--- src/common/ising_settings.svh ---
// Ising spin readout settings
// Lane geometry, synchronizer depth, APB bus widths and register offsets

`ifndef ISING_SETTINGS_SVH
`define ISING_SETTINGS_SVH

// Analog macro geometry
`define ISING_NUM_LANES  4
`define ISING_SPIN_W     16

// Stages in each lane synchronizer chain
`define ISING_PIPE_DEPTH 3

// APB slave widths
`define ISING_APB_AW     8
`define ISING_APB_DW     32

// Register byte offsets, spin lane k at SPIN0 + 4k
`define ISING_REG_CTRL   8'h00
`define ISING_REG_STATUS 8'h04
`define ISING_REG_COUNT  8'h08
`define ISING_REG_SPIN0  8'h10

`endif

--- src/common/ising_pkg.sv ---
// Ising spin readout package
// Types shared by the lane synchronizers, sequencer, collector and registers

`include "ising_settings.svh"

package ising_pkg;

    // Spin bits of one lane
    typedef logic [`ISING_SPIN_W-1:0] spin_word_t;

    // One bit per lane
    typedef logic [`ISING_NUM_LANES-1:0] lane_mask_t;

    // Synchronizer tap, 0 selects the gated input directly
    typedef logic [$clog2(`ISING_PIPE_DEPTH+1)-1:0] tap_idx_t;

endpackage

--- src/source/apb_readout_regs.sv ---
// APB readout registers
// Zero wait state slave holding enable and tap, issuing start and status
// acknowledge pulses, and returning status, sample count and captured spins.

`timescale 1ns/10ps
`include "ising_settings.svh"

module apb_readout_regs
    import ising_pkg::*;
(
    input  logic                                          clk_i,
    input  logic                                          arst_n_i,
    input  logic                                          psel_i,
    input  logic                                          penable_i,
    input  logic                                          pwrite_i,
    input  logic [`ISING_APB_AW-1:0]                      paddr_i,
    input  logic [`ISING_APB_DW-1:0]                      pwdata_i,
    output logic [`ISING_APB_DW-1:0]                      prdata_o,
    output logic                                          pslverr_o,
    input  logic                                          busy_i,
    input  logic                                          done_i,
    input  logic [31:0]                                   count_i,
    input  logic [`ISING_NUM_LANES-1:0][`ISING_SPIN_W-1:0] spins_i,
    output logic                                          en_o,
    output tap_idx_t                                      tap_o,
    output logic                                          start_o,
    output logic                                          ack_o
);

    localparam int NUM_LANES = `ISING_NUM_LANES;
    localparam int LANE_AW   = $clog2(NUM_LANES);
    localparam int TAP_W     = $bits(tap_idx_t);

    logic                     access;
    logic                     wr_en;
    logic                     rd_en;
    logic                     hit_ctrl;
    logic                     hit_status;
    logic                     hit_count;
    logic                     hit_spin;
    logic [`ISING_APB_AW-1:0] spin_off;
    logic [LANE_AW-1:0]       spin_idx;

    logic     en_q;
    tap_idx_t tap_q;
    logic     start_q;

    assign access = psel_i & penable_i;
    assign wr_en  = access & pwrite_i;
    assign rd_en  = access & ~pwrite_i;

    // Address decode
    assign hit_ctrl   = (paddr_i == `ISING_REG_CTRL);
    assign hit_status = (paddr_i == `ISING_REG_STATUS);
    assign hit_count  = (paddr_i == `ISING_REG_COUNT);
    assign spin_off   = paddr_i - `ISING_REG_SPIN0;
    assign spin_idx   = spin_off[2 +: LANE_AW];
    assign hit_spin   = (paddr_i >= `ISING_REG_SPIN0) && (spin_off < 4 * NUM_LANES) &&
                        (paddr_i[1:0] == 2'b00);

    // Error on unmapped offsets and on writes to anything but CTRL
    assign pslverr_o = access & (~(hit_ctrl | hit_status | hit_count | hit_spin) |
                                 (pwrite_i & ~hit_ctrl));

    always_ff @(posedge clk_i or negedge arst_n_i) begin
        if (!arst_n_i) begin
            en_q    <= 1'b0;
            tap_q   <= '0;
            start_q <= 1'b0;
        end else begin
            start_q <= 1'b0;
            if (wr_en && hit_ctrl) begin
                en_q    <= pwdata_i[0];
                tap_q   <= pwdata_i[2 +: TAP_W];
                // Start while busy is dropped here
                start_q <= pwdata_i[1] & ~busy_i;
            end
        end
    end

    // Read data, start bit always reads back 0
    always_comb begin
        prdata_o = '0;
        if (hit_ctrl) begin
            prdata_o[0]         = en_q;
            prdata_o[2 +: TAP_W] = tap_q;
        end else if (hit_status) begin
            prdata_o[0] = busy_i;
            prdata_o[1] = done_i;
        end else if (hit_count) begin
            prdata_o = count_i;
        end else if (hit_spin) begin
            prdata_o[`ISING_SPIN_W-1:0] = spins_i[spin_idx];
        end
    end

    assign en_o    = en_q;
    assign tap_o   = tap_q;
    assign start_o = start_q;
    // STATUS read clears only the done value it returned
    assign ack_o   = rd_en & hit_status;

endmodule

--- src/source/sample_sequencer.sv ---
// Sample sequencer
// Turns a start request into one lane gate per cycle, lane 0 first, so the
// analog isolation gates do not all switch together. Stalls while en is low.

`timescale 1ns/10ps
`include "ising_settings.svh"

module sample_sequencer
    import ising_pkg::*;
(
    input  logic       clk_i,
    input  logic       arst_n_i,
    input  logic       en_i,
    input  logic       start_i,
    output lane_mask_t lane_sync_en_o,
    output logic       busy_o
);

    localparam int NUM_LANES = `ISING_NUM_LANES;

    // One-hot pointer to the next lane to open
    lane_mask_t lane_ptr;
    logic       busy_q;

    always_ff @(posedge clk_i or negedge arst_n_i) begin
        if (!arst_n_i) begin
            lane_ptr <= '0;
            busy_q   <= 1'b0;
        end else if (!busy_q) begin
            if (start_i) begin
                lane_ptr <= lane_mask_t'(1);
                busy_q   <= 1'b1;
            end
        end else if (en_i) begin
            lane_ptr <= lane_ptr << 1;
            // Last lane issued this cycle
            if (lane_ptr[NUM_LANES-1]) begin
                busy_q <= 1'b0;
            end
        end
    end

    // Gates stay shut while stalled
    assign lane_sync_en_o = lane_ptr & {NUM_LANES{en_i}};
    assign busy_o         = busy_q;

endmodule

--- src/source/spin_collector.sv ---
// Spin collector
// Stores each lane's word on its first valid cycle, then flags the sample as
// done, raises the interrupt and counts completed samples.

`timescale 1ns/10ps
`include "ising_settings.svh"

module spin_collector
    import ising_pkg::*;
(
    input  logic                                          clk_i,
    input  logic                                          arst_n_i,
    input  logic                                          en_i,
    input  logic                                          start_i,
    input  logic                                          ack_i,
    input  lane_mask_t                                    lane_valid_i,
    input  logic [`ISING_NUM_LANES-1:0][`ISING_SPIN_W-1:0] lane_spins_i,
    output logic [`ISING_NUM_LANES-1:0][`ISING_SPIN_W-1:0] spins_o,
    output logic                                          done_o,
    output logic                                          irq_o,
    output logic [31:0]                                   count_o
);

    localparam int NUM_LANES = `ISING_NUM_LANES;

    lane_mask_t  captured;
    lane_mask_t  capture;
    logic        armed;
    logic        sample_end;
    logic        done_q;
    logic [31:0] count_q;

    // Only the first valid of each lane counts, and nothing moves while stalled
    assign capture    = lane_valid_i & ~captured & {NUM_LANES{en_i & armed}};
    assign sample_end = armed & (&captured);

    always_ff @(posedge clk_i or negedge arst_n_i) begin
        if (!arst_n_i) begin
            captured <= '0;
            armed    <= 1'b0;
        end else if (start_i) begin
            captured <= '0;
            armed    <= 1'b1;
        end else begin
            captured <= captured | capture;
            if (sample_end) begin
                armed <= 1'b0;
            end
        end
    end

    // A new completion wins over a same-cycle acknowledge
    always_ff @(posedge clk_i or negedge arst_n_i) begin
        if (!arst_n_i) begin
            done_q  <= 1'b0;
            count_q <= '0;
        end else if (sample_end) begin
            done_q  <= 1'b1;
            count_q <= count_q + 32'd1;
        end else if (ack_i) begin
            done_q <= 1'b0;
        end
    end

    for (genvar k = 0; k < NUM_LANES; k++) begin : gen_word
        always_ff @(posedge clk_i) begin
            if (capture[k]) begin
                spins_o[k] <= lane_spins_i[k];
            end
        end
    end

    assign done_o  = done_q;
    assign irq_o   = done_q;
    assign count_o = count_q;

endmodule

--- src/source/spin_readout_top.sv ---
// Spin readout top level
// APB registers, lane sequencer, one synchronizer per analog lane and the
// collector that gathers the re-timed spin words.

`timescale 1ns/10ps
`include "ising_settings.svh"

module spin_readout_top
    import ising_pkg::*;
(
    input  logic                                          clk_i,
    input  logic                                          arst_n_i,
    input  logic                                          psel_i,
    input  logic                                          penable_i,
    input  logic                                          pwrite_i,
    input  logic [`ISING_APB_AW-1:0]                      paddr_i,
    input  logic [`ISING_APB_DW-1:0]                      pwdata_i,
    output logic [`ISING_APB_DW-1:0]                      prdata_o,
    output logic                                          pslverr_o,
    input  logic [`ISING_NUM_LANES-1:0][`ISING_SPIN_W-1:0] analog_spins_i,
    output logic                                          done_irq_o
);

    logic                                           sync_en;
    tap_idx_t                                       tap;
    logic                                           start_pulse;
    logic                                           ack;
    lane_mask_t                                     lane_sync_en;
    logic                                           busy;
    lane_mask_t                                     lane_valid;
    logic [`ISING_NUM_LANES-1:0][`ISING_SPIN_W-1:0] lane_spins;
    logic [`ISING_NUM_LANES-1:0][`ISING_SPIN_W-1:0] spins;
    logic                                           done;
    logic [31:0]                                    count;

    apb_readout_regs u_regs (
        .clk_i     (clk_i),
        .arst_n_i  (arst_n_i),
        .psel_i    (psel_i),
        .penable_i (penable_i),
        .pwrite_i  (pwrite_i),
        .paddr_i   (paddr_i),
        .pwdata_i  (pwdata_i),
        .prdata_o  (prdata_o),
        .pslverr_o (pslverr_o),
        .busy_i    (busy),
        .done_i    (done),
        .count_i   (count),
        .spins_i   (spins),
        .en_o      (sync_en),
        .tap_o     (tap),
        .start_o   (start_pulse),
        .ack_o     (ack)
    );

    sample_sequencer u_sequencer (
        .clk_i          (clk_i),
        .arst_n_i       (arst_n_i),
        .en_i           (sync_en),
        .start_i        (start_pulse),
        .lane_sync_en_o (lane_sync_en),
        .busy_o         (busy)
    );

    for (genvar k = 0; k < `ISING_NUM_LANES; k++) begin : gen_lane
        spin_synchronizer u_sync (
            .clk_i     (clk_i),
            .arst_n_i  (arst_n_i),
            .en_i      (sync_en),
            .spins_i   (analog_spins_i[k]),
            .sync_en_i (lane_sync_en[k]),
            .tap_i     (tap),
            .valid_o   (lane_valid[k]),
            .spins_o   (lane_spins[k])
        );
    end

    spin_collector u_collector (
        .clk_i        (clk_i),
        .arst_n_i     (arst_n_i),
        .en_i         (sync_en),
        .start_i      (start_pulse),
        .ack_i        (ack),
        .lane_valid_i (lane_valid),
        .lane_spins_i (lane_spins),
        .spins_o      (spins),
        .done_o       (done),
        .irq_o        (done_irq_o),
        .count_o      (count)
    );

endmodule

--- src/spin_sync/spin_synchronizer.sv ---
// Spin lane synchronizer
// Isolates one analog spin word behind an AND gate, then re-times it through
// an enable-gated shift chain. The tap picks the stage that drives the outputs.

`timescale 1ns/10ps
`include "ising_settings.svh"

module spin_synchronizer
    import ising_pkg::*;
(
    input  logic       clk_i,
    input  logic       arst_n_i,
    input  logic       en_i,
    input  spin_word_t spins_i,
    input  logic       sync_en_i,
    input  tap_idx_t   tap_i,
    output logic       valid_o,
    output spin_word_t spins_o
);

    localparam int DEPTH = `ISING_PIPE_DEPTH;

    spin_word_t data_stage [0:DEPTH];
    logic       en_stage   [0:DEPTH];

    // Isolation gate, analog bits only pass while the lane gate is open
    assign data_stage[0] = spins_i & {`ISING_SPIN_W{sync_en_i}};
    assign en_stage[0]   = sync_en_i;

    for (genvar i = 0; i < DEPTH; i++) begin : gen_stage
        // Marker bit follows its word down the chain
        always_ff @(posedge clk_i or negedge arst_n_i) begin
            if (!arst_n_i) begin
                en_stage[i+1] <= 1'b0;
            end else if (en_i) begin
                en_stage[i+1] <= en_stage[i];
            end
        end

        // Data only moves behind a live marker
        always_ff @(posedge clk_i) begin
            if (en_i && en_stage[i]) begin
                data_stage[i+1] <= data_stage[i];
            end
        end
    end

    // Tap 0 is the gated input itself
    always_comb begin
        valid_o = en_stage[tap_i];
        spins_o = data_stage[tap_i];
    end

endmodule

--- config.mk ---
export PLATFORM = sky130hd
export DESIGN_NAME = spin_readout_top
export DESIGN_NICKNAME = d
export VERILOG_FILES = /design/src/common/ising_pkg.sv /design/src/source/apb_readout_regs.sv /design/src/source/sample_sequencer.sv /design/src/source/spin_collector.sv /design/src/source/spin_readout_top.sv /design/src/spin_sync/spin_synchronizer.sv
export VERILOG_INCLUDE_DIRS = /design/src /design/src/common
export SDC_FILE = /design/constraint.sdc
export NUM_CORES = 1
export LEC_CHECK = 0
export BUFFER_PORTS_ARGS = -buffer_cell sky130_fd_sc_hd__buf_2
export CELL_PAD_IN_SITES_DETAIL_PLACEMENT = 1
export CELL_PAD_IN_SITES_GLOBAL_PLACEMENT = 2
export CORE_MARGIN = 5
export CORE_UTILIZATION = 48
export CTS_CLUSTER_SIZE = 40
export DETAILED_ROUTE_END_ITERATION = 6
export GPL_ROUTABILITY_DRIVEN = 0
export MAX_ROUTING_LAYER = met4
export PLACE_DENSITY_LB_ADDON = 0.1
export SYNTH_ARGS = -nofsm -noshare
export SYNTH_HDL_FRONTEND = slang
export SYNTH_HIERARCHICAL = 1
export SYNTH_SLANG_ARGS = --single-unit
--- constraint.sdc ---
create_clock -name clk_i -period 4.9 [get_ports clk_i]
set_input_delay 0.49 -clock clk_i [delete_from_list [all_inputs] [get_ports clk_i]]
set_output_delay 0.49 -clock clk_i [all_outputs]
set_load 0.005 [all_outputs]
==> impl_metrics.yaml <==
run_status:
  status: "finished clean"
setup_path:
  end_kind: "primary output"
  startpoint_type: "primary input"
  cpMostUsedCell: "buf_2"
  slowest_delay_ns: 0.79
  cp_slowest_cell: "and3_1"
  critPathMaxFanout: 28
  r2r_cells: 6
  worstPathRequired_ns: 4.41
  arrival_ns: 2.47
  crit_chain: "buf_2, nor4_4, and3_1, a22o_1, buf_2"
  criticalPathCategory: "in -> out"
  timing.rr.start: "u_regs/en_o"
  cp-startpoint: "paddr_i[2]"
route:
  vias_per_cell: 5.75
  drtIter0Drc: 541
  drc: 0
  wirelength_um: 31500
  wl_per_cell_um: 25.5
  via_count: 7111
  final_antenna_net_count: 0
  first_pass_iters: 5
synthesis:
  async_flop_share: 0.187
  synth.distinct_cells: 49
  synthXorXnorAreaFrac: 0.0201
  synth-simple-area-share: 0.0967
  ys_ff_latch: 315
  ys_seq_area_frac: 0.678
  synth_commonest_cells: "edfxtp_1, mux4_2, dfrtp_1"
  muxShareOfSynthArea: 0.160
  yosysMostFrequentCell: "edfxtp_1"
  syn_avg_cell_area_um2: 18.9
  synth_cells: 715
  synth-compound-area-share: 0.0176
  synth_top_family_by_area: "multiplexers"
  synth_flop_cell: "edfxtp_1"
  syn_area_um2: 13500
  synth_top_cell_by_area: "edfxtp_1"
  synth_area_leaders: "edfxtp_1, mux4_2, dfrtp_1"
  yosys.area.top_type_share: 0.569
  syn_nets: 825
  synth_edf_count: 256
  synthAdderAreaFrac: 0.000926
  ys_warn_count: 6
timing:
  rsz0062_at_grt: "no"
  setup-tns-final_ns: 0
  hold_viol_final: 0
  fmax_mhz: 338
  fin_crit_sh: 0.603
  timing.slew.headroom: 0.230
  report.final.slew_viol_count: 0
  setup-violations-final: 0
  worst_slack_ns: 1.94
  fin_skew_ns: 0.0168
  period_minus_slack_ns: 2.96
  worst_pin_slew_ns: 1.15
grt:
  grtUsageTotal: 0.205
  grt_max_degree: 60
  grt_pass1_vias: 7641
  grt-ovfl-total: 0
  antenna_found_initial: 0
  grt_pass1_wl_um: 47500
cells_and_area:
  area_delta_synth_final_pct: 13.2
  drive_gt1_frac: 0.407
  final_nets: 944
  fill_cells: 2592
  n_antenna_cell: 0
floorplan:
  row_count: 61
  num_io_pins: 143
  core_area_um2: 27800
  dieArea_um2: 31600
  die_w_um: 178
  dieHeight_um: 178
  start_util: 0.486
clocking:
  numCtsBuffers: 34
  cts_resized: 0
  cts_tree: "yes"
  path_clk_slew_ns: 0.06
  cts.sinks: 315
  post_cts_buffers: 0
  postCtsHoldBufs: 0
  clk_latency_ns: 0.51
  htreeDepth: 2
  cts_buffer_depth: 3
  clockRootBuffer: "clkbuf_16"
pwr:
  leakage_nw: 5.73
  ir_drop_mv: 0.173
  power_mw: 5.34
  power.density_nw_per_um2: 349
place:
  dp_slack_ns: 1.93
  portBuffers: 114
  hpwlAfterDp_um: 21000
min_path:
  hold_class: "in -> async"
flow_run:
  cap_viol_max_count: 0
-- cell usage in the layout, fill, tap and decap left out, types with 27 or more instances in the layout --
cell type and count:
xnor2_1 27, edfxtp_1 256, mux4_2 80, dfrtp_1 57, clkbuf_16 35, and2_4 28
buf_2 114, and2_1 30, and2_2 44
-- per-stage QoR --
step	cells	util	area (µm²)	hold slack [ns]
2_1_floorplan	715	-	13500	0.194
3_3_place_gp	1176	0.514	14300	0.425
3_5_place_dp	1176	0.514	14300	0.431
4_1_cts	1236	0.551	15300	0.187
5_1_grt	1236	0.551	15300	0.235
6_report	1236	0.551	15300	0.164
-- metal layers --
layer  vias up  track usage  part of all wire
met3        41       0.0283             0.051
met5         -            -                 0
li1       3063            -                 -
met1      3796        0.290              0.44
met4         0       0.0548             0.023
met2       211        0.319              0.48
-- cell type report --
| class | instances | area (µm²) | area share |
|---|---|---|---|
| Clock inverter | 20 | 121 | 0.00793 |
| Sequential cell | 315 | 9170 | 0.599 |
| Tap cell | 378 | 473 | 0.0309 |
| Timing Repair Buffer | 123 | 638 | 0.0417 |
| Clock buffer | 40 | 895 | 0.0585 |
| Multi-Input combinational cell | 355 | 3990 | 0.260 |
| Inverter | 5 | 18.8 | 0.00123 |
-- sequential cells by signal (all words and copies together) (netlist names) --
register and count:
gen_lane.u_sync/data_stage 192, u_collector/spins_o 64, u_collector/count_o 32, gen_lane.u_sync/en_stage 12, u_collector/captured 4, u_sequencer/lane_ptr 4
u_regs/tap_o 2, u_collector/armed 1, u_collector/done_o 1, u_regs/en_o 1, u_regs/start_o 1, u_sequencer/busy_o 1
-- power by group --
| group | internal, mW | switching [mW] | leakage [nW] |
|---|---|---|---|
| logic | 0.0530 | 0.0510 | 2.02 |
| registers | 2.86 | 0.00786 | 3.21 |
| clock network | 1.36 | 1.01 | 0.497 |
-- worst max-delay path, delay by kind of cell --
family                 cells  cell delay (ns)
buffers and inverters      2             0.45
and+or+nand+nor            2             1.19
AOI/OAI and AO/OA          1             0.32
-- final timing paths --
check	end	slack, ns
max	prdata_o[7]	1.94
min	u_collector/done_o	0.16
max reg2reg	u_collector/spins_o[17]	2.08
min reg2reg	gen_lane[1].u_sync/data_stage[24]	0.45
max in group asynchronous	u_regs/tap_o[1]	4.11
min in group clk_i	u_regs/tap_o[1]	0.23
-- kinds of logic (layout without fill, tap and decap cells) --
group,Yosys count,after routing
DFF,315,315
and+or+nand+nor,186,186
muxes,106,106
buffers and inverters,45,188
AOI/OAI and AO/OA,31,31
xor gates and xnor gates,31,31
adders and majority gates,1,1
No activity file was read; power rests on OpenSTA's default activity.
